$ cat src/rowsum_settings.svh
`ifndef ROWSUM_SETTINGS_SVH
`define ROWSUM_SETTINGS_SVH

// image geometry of one frame.
`define ROWSUM_COLS 7
`define ROWSUM_ROWS 4

`define ROWSUM_PIX_W 8
`define ROWSUM_WORD_W 16
`define ROWSUM_ADDR_W 6

// window sums are stored right after the last input pixel.
`define ROWSUM_OUT_BASE (`ROWSUM_ROWS * `ROWSUM_COLS)

// length of the horizontal window.
`define ROWSUM_WIN 4

`endif

$ cat src/rowsum_pkg.sv
`include "rowsum_settings.svh"

package rowsum_pkg;

    // a frame memory word holds either one pixel or one window sum.
    typedef union packed {
        struct packed {
            logic [`ROWSUM_WORD_W-`ROWSUM_PIX_W-1:0] pad;
            logic [`ROWSUM_PIX_W-1:0]                pix;
        } px;
        logic [`ROWSUM_WORD_W-1:0] sum;
    } mem_word_t;

    // owner of the memory port in the current cycle.
    typedef enum logic [1:0] {
        REQ_NONE,
        REQ_LOADER,
        REQ_FILTER,
        REQ_HOST
    } req_id_t;

endpackage

$ cat src/frame_mem_arbiter.sv
`include "rowsum_settings.svh"

module frame_mem_arbiter
    import rowsum_pkg::*;
(
    input  logic                      clk,
    input  logic                      rst_n,
    input  logic                      i_ld_req,
    input  logic [`ROWSUM_ADDR_W-1:0] i_ld_addr,
    input  logic [`ROWSUM_WORD_W-1:0] i_ld_wdata,
    input  logic                      i_flt_req,
    input  logic [`ROWSUM_ADDR_W-1:0] i_flt_addr,
    input  logic                      i_flt_we,
    input  logic [`ROWSUM_WORD_W-1:0] i_flt_wdata,
    input  logic                      i_host_req,
    input  logic [`ROWSUM_ADDR_W-1:0] i_host_addr,
    output logic                      o_ld_gnt,
    output logic                      o_flt_gnt,
    output logic [`ROWSUM_WORD_W-1:0] o_host_rdata,
    output logic                      o_host_rvalid,
    output logic [`ROWSUM_WORD_W-1:0] o_flt_rdata,
    output logic                      o_flt_rvalid
);

    localparam int DEPTH = 1 << `ROWSUM_ADDR_W;

    req_id_t                   gnt_id;
    req_id_t                   rd_id;
    logic [`ROWSUM_ADDR_W-1:0] mem_addr;
    logic                      mem_we;
    logic [`ROWSUM_WORD_W-1:0] mem_wdata;
    logic [`ROWSUM_WORD_W-1:0] rd_data;
    logic [`ROWSUM_WORD_W-1:0] mem [DEPTH];

    // fixed priority: loader, then filter, then host.
    always_comb begin
        if (i_ld_req) gnt_id = REQ_LOADER;
        else if (i_flt_req) gnt_id = REQ_FILTER;
        else if (i_host_req) gnt_id = REQ_HOST;
        else gnt_id = REQ_NONE;
    end

    assign o_ld_gnt  = gnt_id == REQ_LOADER;
    assign o_flt_gnt = gnt_id == REQ_FILTER;

    always_comb begin
        mem_addr  = i_host_addr;
        mem_we    = 1'b0;
        mem_wdata = i_ld_wdata;
        case (gnt_id)
            REQ_LOADER: begin
                mem_addr = i_ld_addr;
                mem_we   = 1'b1;
            end
            REQ_FILTER: begin
                mem_addr  = i_flt_addr;
                mem_we    = i_flt_we;
                mem_wdata = i_flt_wdata;
            end
            default: mem_addr = i_host_addr;
        endcase
    end

    always_ff @(posedge clk) begin
        if (mem_we) mem[mem_addr] <= mem_wdata;
        rd_data <= mem[mem_addr];
    end

    // remember who issued a read so the data goes back with the right valid.
    always_ff @(posedge clk) begin
        if (!rst_n) begin
            rd_id <= REQ_NONE;
        end else if (gnt_id == REQ_HOST || (gnt_id == REQ_FILTER && !i_flt_we)) begin
            rd_id <= gnt_id;
        end else begin
            rd_id <= REQ_NONE;
        end
    end

    assign o_host_rdata  = rd_data;
    assign o_flt_rdata   = rd_data;
    assign o_host_rvalid = rd_id == REQ_HOST;
    assign o_flt_rvalid  = rd_id == REQ_FILTER;

endmodule

$ cat src/r1_loader.sv
`include "rowsum_settings.svh"

module r1_loader
    import rowsum_pkg::*;
(
    input  logic                      clk,
    input  logic                      rst_n,
    input  logic                      i_pix_valid,
    input  logic [`ROWSUM_PIX_W-1:0]  i_pix_data,
    input  logic                      i_gnt,
    output logic                      o_req,
    output logic [`ROWSUM_ADDR_W-1:0] o_addr,
    output mem_word_t                 o_wdata,
    output logic                      o_busy,
    output logic                      o_done
);

    localparam int ADDR_W = `ROWSUM_ADDR_W;
    localparam logic [ADDR_W-1:0] LAST_ADDR = ADDR_W'(`ROWSUM_OUT_BASE - 1);

    logic                     pend_valid;
    logic [`ROWSUM_PIX_W-1:0] pend_data;
    logic [ADDR_W-1:0]        wr_addr;
    logic                     wr_fire;

    assign o_req   = i_pix_valid | pend_valid;
    assign o_addr  = wr_addr;
    assign o_busy  = pend_valid;
    assign wr_fire = o_req & i_gnt;

    // a pending pixel always goes out before a new one.
    always_comb begin
        o_wdata.px.pad = '0;
        o_wdata.px.pix = pend_valid ? pend_data : i_pix_data;
    end

    always_ff @(posedge clk) begin
        if (!rst_n) begin
            wr_addr    <= '0;
            pend_valid <= 1'b0;
            o_done     <= 1'b0;
        end else begin
            o_done <= wr_fire && (wr_addr == LAST_ADDR);
            if (wr_fire) begin
                pend_valid <= 1'b0;
                wr_addr    <= (wr_addr == LAST_ADDR) ? '0 : wr_addr + 1'b1;
            end else if (i_pix_valid) begin
                pend_valid <= 1'b1;
            end
        end
    end

    always_ff @(posedge clk) begin
        if (i_pix_valid && !i_gnt && !pend_valid) begin
            pend_data <= i_pix_data;
        end
    end

endmodule

$ cat src/r2_controller.sv
`include "rowsum_settings.svh"

module r2_controller (
    input  logic       clk,
    input  logic       rst_n,
    input  logic       i_done,
    input  logic       i_gnt,
    input  logic       i_start_gt_1,
    input  logic [9:0] i_counter,
    input  logic       i_row_eq_max,
    output logic       o_start_en,
    output logic       o_ld_en,
    output logic       o_count_en,
    output logic       o_sum_en,
    output logic       o_cum_en,
    output logic       o_done,
    output logic       o_progress_done
);

    localparam logic [2:0] IDLE       = 3'd0;
    localparam logic [2:0] START      = 3'd1;
    localparam logic [2:0] START_ROW  = 3'd2;
    localparam logic [2:0] SUM_EN     = 3'd3;
    localparam logic [2:0] CUM_EN     = 3'd4;
    localparam logic [2:0] FINISH_ALL = 3'd5;
    localparam logic [2:0] DONE       = 3'd6;

    // the first window is complete once its last pixel has been read.
    localparam logic [9:0] WIN_LAST = 10'(`ROWSUM_WIN - 1);
    // the row closes with the write of its last sum, right after its last pixel is read.
    localparam logic [9:0] ROW_END  = 10'(`ROWSUM_COLS);

    logic [2:0] state;
    logic [2:0] next_state;

    always_ff @(posedge clk) begin
        if (!rst_n) begin
            state <= IDLE;
        end else if (i_gnt) begin
            state <= next_state;
        end
    end

    always_comb begin
        next_state = state;
        case (state)
            IDLE: begin
                if (i_done) next_state = START;
            end
            START: begin
                if (i_start_gt_1) next_state = START_ROW;
            end
            START_ROW: begin
                next_state = i_row_eq_max ? FINISH_ALL : SUM_EN;
            end
            SUM_EN: begin
                if (i_counter > WIN_LAST) next_state = CUM_EN;
            end
            CUM_EN: begin
                if (i_counter == ROW_END) next_state = START_ROW;
            end
            FINISH_ALL: next_state = DONE;
            DONE:       next_state = IDLE;
            default:    next_state = IDLE;
        endcase
    end

    always_comb begin
        o_start_en      = 1'b0;
        o_ld_en         = 1'b0;
        o_count_en      = 1'b0;
        o_sum_en        = 1'b0;
        o_cum_en        = 1'b0;
        o_done          = 1'b0;
        o_progress_done = 1'b0;
        case (state)
            START: o_start_en = 1'b1;
            START_ROW: o_ld_en = 1'b1;
            SUM_EN: begin
                o_count_en = 1'b1;
                o_sum_en   = 1'b1;
            end
            CUM_EN: begin
                o_count_en = 1'b1;
                o_cum_en   = 1'b1;
                o_done     = 1'b1;
            end
            FINISH_ALL: o_progress_done = 1'b1;
            default: o_progress_done = 1'b0;
        endcase
    end

endmodule

$ cat src/r2_datapath.sv
`include "rowsum_settings.svh"

module r2_datapath
    import rowsum_pkg::*;
(
    input  logic                      clk,
    input  logic                      rst_n,
    input  logic                      i_start_en,
    input  logic                      i_ld_en,
    input  logic                      i_count_en,
    input  logic                      i_sum_en,
    input  logic                      i_cum_en,
    input  logic                      i_done,
    input  logic                      i_gnt,
    output logic                      o_start_gt_1,
    output logic [9:0]                o_counter,
    output logic                      o_row_eq_max,
    output logic                      o_req,
    output logic [`ROWSUM_ADDR_W-1:0] o_addr,
    output logic                      o_we,
    output mem_word_t                 o_wdata,
    input  mem_word_t                 i_rdata,
    input  logic                      i_rvalid
);

    localparam int ADDR_W = `ROWSUM_ADDR_W;
    localparam int WORD_W = `ROWSUM_WORD_W;
    localparam int PIX_W  = `ROWSUM_PIX_W;
    localparam int WIN    = `ROWSUM_WIN;
    localparam logic [9:0] COLS = 10'(`ROWSUM_COLS);
    localparam logic [9:0] ROWS = 10'(`ROWSUM_ROWS);
    localparam logic [9:0] WIN_CNT = 10'(WIN);
    localparam logic [ADDR_W-1:0] OUT_BASE = ADDR_W'(`ROWSUM_OUT_BASE);

    logic [1:0]        start_cnt;
    logic [9:0]        col;
    logic [9:0]        row;
    logic [ADDR_W-1:0] row_base;
    logic [ADDR_W-1:0] out_ptr;
    logic              cum_rd;
    logic              sum_rd;
    logic              access;
    logic [PIX_W-1:0]  win [WIN];
    logic [WORD_W-1:0] acc;
    logic [WORD_W-1:0] acc_upd;

    // while the window fills, one read per column; afterwards writes and reads alternate.
    assign sum_rd = i_sum_en && (col < WIN_CNT);
    assign o_req  = sum_rd || i_cum_en;
    assign o_we   = i_done && !cum_rd;
    assign o_addr = o_we ? out_ptr : row_base + ADDR_W'(col);
    assign access = o_req && i_gnt;

    // the oldest slot is still zero while the first window fills.
    assign acc_upd = i_rvalid ? acc + WORD_W'(i_rdata.px.pix) - WORD_W'(win[WIN-1]) : acc;
    assign o_wdata.sum = acc_upd;

    assign o_counter    = col;
    assign o_start_gt_1 = start_cnt > 2'd1;
    assign o_row_eq_max = row == ROWS;

    always_ff @(posedge clk) begin
        if (!rst_n) begin
            start_cnt <= '0;
            col       <= '0;
            row       <= '0;
            row_base  <= '0;
            out_ptr   <= OUT_BASE;
            cum_rd    <= 1'b0;
        end else if (i_gnt) begin
            if (i_start_en) begin
                if (!start_cnt[1]) start_cnt <= start_cnt + 2'd1;
                row      <= '0;
                row_base <= '0;
                out_ptr  <= OUT_BASE;
            end else begin
                start_cnt <= '0;
            end
            if (i_ld_en) begin
                col    <= '0;
                cum_rd <= 1'b0;
            end
            if (access && i_count_en) begin
                if (o_we) begin
                    out_ptr <= out_ptr + 1'b1;
                    if (col == COLS) begin
                        // last sum of the row, step past the row end.
                        col      <= COLS + 10'd1;
                        row      <= row + 10'd1;
                        row_base <= row_base + ADDR_W'(`ROWSUM_COLS);
                    end else begin
                        cum_rd <= 1'b1;
                    end
                end else begin
                    col    <= col + 10'd1;
                    cum_rd <= 1'b0;
                end
            end
        end
    end

    // read data lands one cycle after its grant, so it is taken even during a stall.
    always_ff @(posedge clk) begin
        if (i_ld_en && i_gnt) begin
            acc <= '0;
            for (int i = 0; i < WIN; i++) win[i] <= '0;
        end else if (i_rvalid) begin
            acc    <= acc_upd;
            win[0] <= i_rdata.px.pix;
            for (int i = 1; i < WIN; i++) win[i] <= win[i-1];
        end
    end

endmodule

$ cat src/rowsum_top.sv
`include "rowsum_settings.svh"

module rowsum_top (
    input  logic                      clk,
    input  logic                      rst_n,
    input  logic                      i_pix_valid,
    input  logic [`ROWSUM_PIX_W-1:0]  i_pix_data,
    input  logic                      i_host_req,
    input  logic [`ROWSUM_ADDR_W-1:0] i_host_addr,
    output logic                      o_pix_busy,
    output logic                      o_progress_done,
    output logic [`ROWSUM_WORD_W-1:0] o_host_rdata,
    output logic                      o_host_rvalid
);

    logic                      ld_req;
    logic                      ld_gnt;
    logic [`ROWSUM_ADDR_W-1:0] ld_addr;
    logic [`ROWSUM_WORD_W-1:0] ld_wdata;
    logic                      r1_done;

    logic                      flt_req;
    logic                      flt_gnt;
    logic                      flt_go;
    logic [`ROWSUM_ADDR_W-1:0] flt_addr;
    logic                      flt_we;
    logic [`ROWSUM_WORD_W-1:0] flt_wdata;
    logic [`ROWSUM_WORD_W-1:0] flt_rdata;
    logic                      flt_rvalid;

    logic       start_en;
    logic       ld_en;
    logic       count_en;
    logic       sum_en;
    logic       cum_en;
    logic       done_o;
    logic       start_gt_1;
    logic [9:0] counter;
    logic       row_eq_max;

    // the R2 pair steps when its access is granted or when it has none pending.
    assign flt_go = flt_gnt | ~flt_req;

    r1_loader u_loader (
        .clk         (clk),
        .rst_n       (rst_n),
        .i_pix_valid (i_pix_valid),
        .i_pix_data  (i_pix_data),
        .i_gnt       (ld_gnt),
        .o_req       (ld_req),
        .o_addr      (ld_addr),
        .o_wdata     (ld_wdata),
        .o_busy      (o_pix_busy),
        .o_done      (r1_done)
    );

    r2_controller u_ctrl (
        .clk             (clk),
        .rst_n           (rst_n),
        .i_done          (r1_done),
        .i_gnt           (flt_go),
        .i_start_gt_1    (start_gt_1),
        .i_counter       (counter),
        .i_row_eq_max    (row_eq_max),
        .o_start_en      (start_en),
        .o_ld_en         (ld_en),
        .o_count_en      (count_en),
        .o_sum_en        (sum_en),
        .o_cum_en        (cum_en),
        .o_done          (done_o),
        .o_progress_done (o_progress_done)
    );

    r2_datapath u_dpath (
        .clk          (clk),
        .rst_n        (rst_n),
        .i_start_en   (start_en),
        .i_ld_en      (ld_en),
        .i_count_en   (count_en),
        .i_sum_en     (sum_en),
        .i_cum_en     (cum_en),
        .i_done       (done_o),
        .i_gnt        (flt_go),
        .o_start_gt_1 (start_gt_1),
        .o_counter    (counter),
        .o_row_eq_max (row_eq_max),
        .o_req        (flt_req),
        .o_addr       (flt_addr),
        .o_we         (flt_we),
        .o_wdata      (flt_wdata),
        .i_rdata      (flt_rdata),
        .i_rvalid     (flt_rvalid)
    );

    frame_mem_arbiter u_arb (
        .clk           (clk),
        .rst_n         (rst_n),
        .i_ld_req      (ld_req),
        .i_ld_addr     (ld_addr),
        .i_ld_wdata    (ld_wdata),
        .i_flt_req     (flt_req),
        .i_flt_addr    (flt_addr),
        .i_flt_we      (flt_we),
        .i_flt_wdata   (flt_wdata),
        .i_host_req    (i_host_req),
        .i_host_addr   (i_host_addr),
        .o_ld_gnt      (ld_gnt),
        .o_flt_gnt     (flt_gnt),
        .o_host_rdata  (o_host_rdata),
        .o_host_rvalid (o_host_rvalid),
        .o_flt_rdata   (flt_rdata),
        .o_flt_rvalid  (flt_rvalid)
    );

endmodule

$ cat config.mk
export PLATFORM = sky130hd
export DESIGN_NAME = rowsum_top
export DESIGN_NICKNAME = d
export VERILOG_FILES = /design/src/rowsum_pkg.sv /design/src/frame_mem_arbiter.sv /design/src/r1_loader.sv /design/src/r2_controller.sv /design/src/r2_datapath.sv /design/src/rowsum_top.sv
export VERILOG_INCLUDE_DIRS = /design/src
export SDC_FILE = /design/constraint.sdc
export NUM_CORES = 1
export LEC_CHECK = 0
export BUFFER_PORTS_ARGS = -buffer_cell sky130_fd_sc_hd__buf_2
export CAP_MARGIN = 20
export CORE_AREA = 10 10 378 380
export CTS_CLUSTER_DIAMETER = 60
export DETAILED_ROUTE_END_ITERATION = 12
export DIE_AREA = 0 0 388 390
export PLACE_DENSITY_LB_ADDON = 0.25
export SETUP_SLACK_MARGIN = 0.4
export SKIP_LAST_GASP = 1
export SYNTH_ARGS = -nofsm -noshare
export SYNTH_HDL_FRONTEND = slang
export SYNTH_HIERARCHICAL = 1
export SYNTH_SLANG_ARGS = --single-unit
$ cat constraint.sdc
create_clock -name clk -period 8.18 [get_ports clk]
set_input_delay 1.636 -clock clk [delete_from_list [all_inputs] [get_ports clk]]
set_output_delay 1.636 -clock clk [all_outputs]
set_load 0.005 [all_outputs]
==> out/qor.yml, run 1 <==
worst_pin_slew_ns: 1.11
die_area_mm2: 0.151
ys.flop_type: "edfxtp_1"
finalClockSkew_ns: 0.0251
hold-worst-slack_ns: 0.499
cts_buffers: 130
netlist_instances: 3056
rsz0062_at_grt: "false"
dr.pass1.iters: 7
io_pins: 37
initial_core_util_pct: 34.8
antenna_found_initial: 11
p_comb_share_pct: 12.9
crit_path_end: "u_arb/o_flt_rdata[4]$_DFF_P_"
synth_edf_count: 1064
synth_cell_type_count: 92
slew_viol_final: 0
via_per_inst: 5.68
cts_htree_levels: 4
design_area_mm2: 0.0537
clock_latency_ns: 0.76
timing.slew.headroom_pct: 26.1
cp.arrival_ns: 6.40
die-height_um: 390
crit_type: "flip-flop to flip-flop"
drc: 0
r2r-start: "u_ctrl/state[2]$_SDFFE_PN0P_"
cts_resized: 0
post_cts_buffers: 0
synth_area_mm2: 0.0470
grt_max_degree: 105
grt_overflow: 0
synth_area_per_cell_um2: 15.4
worstSetupEndpointType: "flip-flop"
wl_per_cell_um: 28.6
nFillCells: 12300
p_leak_uw: 0.0177
r2r_cells: 14
seq_power_share_pct: 47.4
swShare_pct: 26.2
tns_ns: 0
place.gp.congestion: 0.886
p_sw_uw: 3650
final_antenna_net_count: 0
final_nets: 3222
cts_tree: "yes"
pwr_density_cell_mw_per_mm2: 259
hp-class: "flip-flop to flip-flop"
finalHoldViolCount: 0
num_rows: 135
ys_ff_latch: 1144
r2r_setup_slack_ns: 2.35
p_clk_share_pct: 39.7
fin_crit_sh_pct: 71.3
finalSetupViolations: 0
worstPathRequired_ns: 8.74
cts_buffer_depth: 3
grt_pass1_wl_um: 205000
fmax_ghz: 0.171
cp-start-kind: "flip-flop"
ctsHoldBuffers: 0
area.growth.synth_to_final_pct: 14.1
r2r_end: "u_arb/o_flt_rdata[4]$_DFF_P_"
vias: 28700
wl_um: 144000
portBuffers: 36
synth_warnings: 6
cts-root-buf: "clkbuf_16"
cp_max_fo: 93
synthArstFlopShare_pct: 0
grt_pass1_vias: 26800
core-area_mm2: 0.135
ir_drop_mv: 0.210
intPower_uw: 10300
cts_sinks: 1144
clk_pin_slew_ns: 0.05
status: "complete, no violations"
period_minus_slack_ns: 5.83
grt_use_total_pct: 18.5
drt_iter0_drc: 3554
final_util_pct: 39.8
dpl_cell_area_mm2: 0.0495
critPathLaunch: "u_ctrl/state[2]$_SDFFE_PN0P_"
die_width_um: 388
drv_cap: 0
dp_hpwl_um: 86500
layout-drive-gt1-share_pct: 16.5
seq_area_frac_synth_pct: 71.3
## state kept, by name, indices dropped and copies added, names as in the netlist, 2 cells and up
signal and cells:
u_ctrl/state 3, u_dpath/start_cnt 2, u_dpath/out_ptr 6, u_dpath/acc 16, u_arb/rd_id 2, u_arb/mem 1024, u_dpath/row 10, u_arb/o_flt_rdata 16
u_dpath/o_counter 10, u_dpath/row_base 6, u_dpath/win 32, u_loader/o_addr 6, u_loader/pend_data 8
## cells in the final DEF (no fill, tap or decap), types with 68 or more instances in the layout
cell and count:
a21oi_1 121, a22oi_1 88, buf_4 118, clkbuf_16 132, dfxtp_1 80, edfxtp_1 1064
mux2_2 69, mux2i_1 113, mux4_2 68, nand2_1 298, nand3_1 94, nor2_1 115
o21ai_0 74
## critical path, cell delays in order (launching register included)
cell and delay (ns):
dfxtp_1 0.49, nand3b_1 0.21, inv_1 0.05, nor2b_1 0.15, a31oi_2 0.37, inv_1 0.37, mux2_4 0.46, o21ai_4 0.30
buf_12 0.46, buf_4 0.41, mux4_1 0.61, nand3_1 0.13, nand4_1 0.25, a211oi_1 0.92, nand4bb_1 0.26
## metal layers
layer  share of wire (%)  vias up  track usage (%)
met3                 9.3      246             4.12
met4                 3.4        0             6.58
met1                  42    14800             26.0
li1                    -    12200                -
met2                  45     1426             28.0
met5                   0        -                0
## kinds of logic after synthesis
family,count (synthesis),share of synthesized area (%)
muxes,267,8.19
other,1,0.00797
xor gates and xnor gates,12,0.223
DFF,1144,71.3
adders and majority gates,36,1.10
buffers and inverters,263,2.96
and+or+nand+nor,736,7.33
AOI/OAI and AO/OA,597,8.85
## power groups by stage
stage | clock network (uW) | logic (uW) | registers (uW)
finish | 5530 | 1790 | 6590
global route | 5870 | 1930 | 6600
CTS | 5630 | 1790 | 6590
detailed placement | 0 | 1780 | 6720
global placement | 0 | 1760 | 6720
floorplan | 0 | 1200 | 6660
## worst min path at each step
stage                                     from                               to  slack [ns]  cells after the start
3_5_place_dp      u_dpath/acc[15]$_SDFFE_PP0P_     u_dpath/acc[15]$_SDFFE_PP0P_        0.49                      2
5_1_grt           u_dpath/acc[15]$_SDFFE_PP0P_     u_dpath/acc[15]$_SDFFE_PP0P_        0.52                      2
3_3_place_gp      u_dpath/acc[15]$_SDFFE_PP0P_     u_dpath/acc[15]$_SDFFE_PP0P_        0.47                      2
6_report          u_dpath/acc[15]$_SDFFE_PP0P_     u_dpath/acc[15]$_SDFFE_PP0P_        0.50                      2
4_1_cts           u_dpath/acc[15]$_SDFFE_PP0P_     u_dpath/acc[15]$_SDFFE_PP0P_        0.50                      2
2_1_floorplan  u_dpath/out_ptr[0]$_SDFFE_PN0P_  u_dpath/out_ptr[0]$_SDFFE_PN0P_        0.46                      1
## cell usage after synthesis (58+ instances only)
master    count  area share, %
mux2_2       69            1.7
mux4_2       68            3.3
buf_2        65           0.69
nor2_1      136            1.1
inv_1        60           0.48
dfxtp_1      80            3.4
o21ai_0      76           0.81
nand3_1      94            1.0
edfxtp_1   1064             68
a21oi_1     121            1.3
a22oi_1      88            1.4
nand2_1     298            2.4
clkbuf_1     58           0.46
mux2i_1     113            2.4
## area by class of cell
type                    instances  area [um^2]  area share [%]
repair buffers                173         1390            2.59
clock buffers                 171         3470            6.47
clock inverters                58          509           0.949
multi-input cells            1656        12300            22.9
well taps                    1781         2230            4.15
diodes                          3         7.51          0.0140
flip-flops and latches       1144        33600            62.5
inverters                      63          236           0.441
## metrics by stage
step	total power, uW	std cells	worst slack, ns
5_1_grt	14400	5046	2.24
4_1_cts	14000	5037	2.47
3_5_place_dp	8490	4808	1.99
6_report	13900	5049	2.35
2_1_floorplan	7860	3063	3.48
3_3_place_gp	8480	4803	1.82
No activity file was read; power rests on OpenSTA's default activity.
==> inputs of run 2 (changes only) <==
clock period = 5.3 ns   (was 8.18 ns; I/O delays follow)
==> out/qor.yml, run 2 (synthesized netlist as in run 1, its figures left out) <==
status: "complete, no violations"
final_nets: 3303
cts_htree_levels: 3
cp.arrival_ns: 5.42
area.growth.synth_to_final_pct: 15.9
timing.slew.headroom_pct: 29.4
cp-start-kind: "flip-flop"
grt_use_total_pct: 18.9
cts-root-buf: "clkbuf_16"
cp_slowest_cell: "a211oi_1"
initial_core_util_pct: 34.8
p_comb_share_pct: 13.4
core-area_mm2: 0.135
swShare_pct: 25.9
grt_overflow: 0
finalSetupViolations: 0
crit_type: "flip-flop to flip-flop"
fin_cells: 5130
via_per_inst: 5.65
place.gp.congestion: 0.930
p_leak_uw: 0.0183
cp_max_fo: 40
hp-class: "flip-flop to flip-flop"
portBuffers: 36
p_sw_uw: 5620
fin_crit_sh_pct: 91.4
antenna_found_initial: 8
num_rows: 135
path_cells: "nand3b_1 -> inv_1 -> nor2b_1 -> a31oi_4 -> clkinvlp_4 -> mux2_4 -> o21ai_4 -> buf_12 -> buf_12 -> mux4_1 -> nand3_1 -> nand4_1 -> a211oi_1 -> nand4bb_1"
clock_latency_ns: 0.72
cts_sinks: 1144
worst_pin_slew_ns: 1.05
intPower_uw: 16000
grt_pass1_vias: 27500
seq_power_share_pct: 47.0
cts_buffers: 120
wl_um: 148000
grt_pass1_wl_um: 210000
regMostFlops: "u_arb/mem"
clk_pin_slew_ns: 0.06
cts_buffer_depth: 3
dr.pass1.iters: 5
placed_cells: 4905
layout-drive-gt1-share_pct: 19.3
finalHoldViolCount: 0
io_pins: 37
die_width_um: 388
p_clk_share_pct: 39.7
vias: 29000
cts_tree: "yes"
dp_hpwl_um: 94600
largest_register_ffs: 1024
final_util_pct: 40.4
drv_cap: 0
top_regs: "u_arb/mem: 1024 flops, u_dpath/win: 32 flops"
period_minus_slack_ns: 4.84
pwr_density_cell_mw_per_mm2: 397
p_total_uw: 21700
rsz0062_at_grt: "false"
worstSetupEndpointType: "flip-flop"
grt_max_degree: 65
final_common_cell: "edfxtp_1"
drt_iter0_drc: 3679
die-height_um: 390
ctsHoldBuffers: 0
wl_per_cell_um: 28.8
slew_viol_final: 0
drc: 0
final_antenna_net_count: 0
hold-worst-slack_ns: 0.495
finalClockSkew_ns: 0.0367
cpMostUsedCell: "buf_12"
slowest_delay_ns: 0.71
fmax_ghz: 0.207
die_area_mm2: 0.151
ir_drop_mv: 0.270
tns_ns: 0
worstPathRequired_ns: 5.88
final_cell_mix: "edfxtp_1, nand2_1, buf_4"
## run 2: cell count changes in the layout (fill, tap and decap cells not counted), moves of 4 or more
cell       before  now
buf_12          6   24
buf_4         118  204
buf_8           6    0
bufinv_16       5   14
clkbuf_1       37   21
clkbuf_16     132  122
clkbuf_8        2    7
clkinv_2       10   20
clkinv_8        5    1
inv_6          11    5
## run 2: critical path, delay by kind of cell (launching register included)
kind	cells	cell delay, ns
compound gates	3	1.28
buf+inv	4	0.99
flops	1	0.47
mux	2	1.01
simple gates	5	0.93
## run 2: metrics by stage
stage | setup WS, ns | area (um^2)
after floorplan | 1.10 | 47100
after global placement | 0.178 | 50400
after detailed placement | 0.156 | 50500
after CTS | 0.438 | 54500
after global routing | 0.410 | 54500
final | 0.458 | 54500
## run 2: layer usage
| metal | share of wire, % | global-route usage, % |
|---|---|---|
| met4 | 4.0 | 6.85 |
| met2 | 45 | 29.2 |
| met5 | 0.018 | 0 |
| met3 | 8.8 | 3.65 |
| met1 | 42 | 26.5 |
## run 2: worst paths after layout
kind / start / endpoint / slack (ns) / cells past startpoint
min: u_dpath/out_ptr[1]$_SDFFE_PN0P_ / u_dpath/out_ptr[1]$_SDFFE_PN0P_ / 0.49 / 2
max reg2reg: u_ctrl/state[2]$_SDFFE_PN0P_ / u_arb/o_flt_rdata[4]$_DFF_P_ / 0.46 / 14
max: u_ctrl/state[2]$_SDFFE_PN0P_ / u_arb/o_flt_rdata[4]$_DFF_P_ / 0.46 / 14
min reg2reg: u_dpath/out_ptr[1]$_SDFFE_PN0P_ / u_dpath/out_ptr[1]$_SDFFE_PN0P_ / 0.49 / 2
## run 2: area by class of cell
class	instances	area [um^2]
fill	12300	80400
tap	1781	2230
clock buffer	150	3230
clock inverter	71	781
inverter	63	240
timing repair buffer	264	2190
sequential	1144	33600
antenna	1	2.50
multi-input combinational	1656	12300
## run 2: power by group through the flow
stage,combinational [uW],sequential [uW],clock (uW)
after floorplan,1860,10300,0
after global placement,2850,10400,0
after detailed placement,2860,10400,0
after CTS,2870,10200,8730
after global routing,3100,10200,9080
final,2900,10200,8600
## run 2: repair_timing
item,CTS,global route
setup endpoints to repair,3,14
buffers inserted,0,3
gates resized for setup,3,4
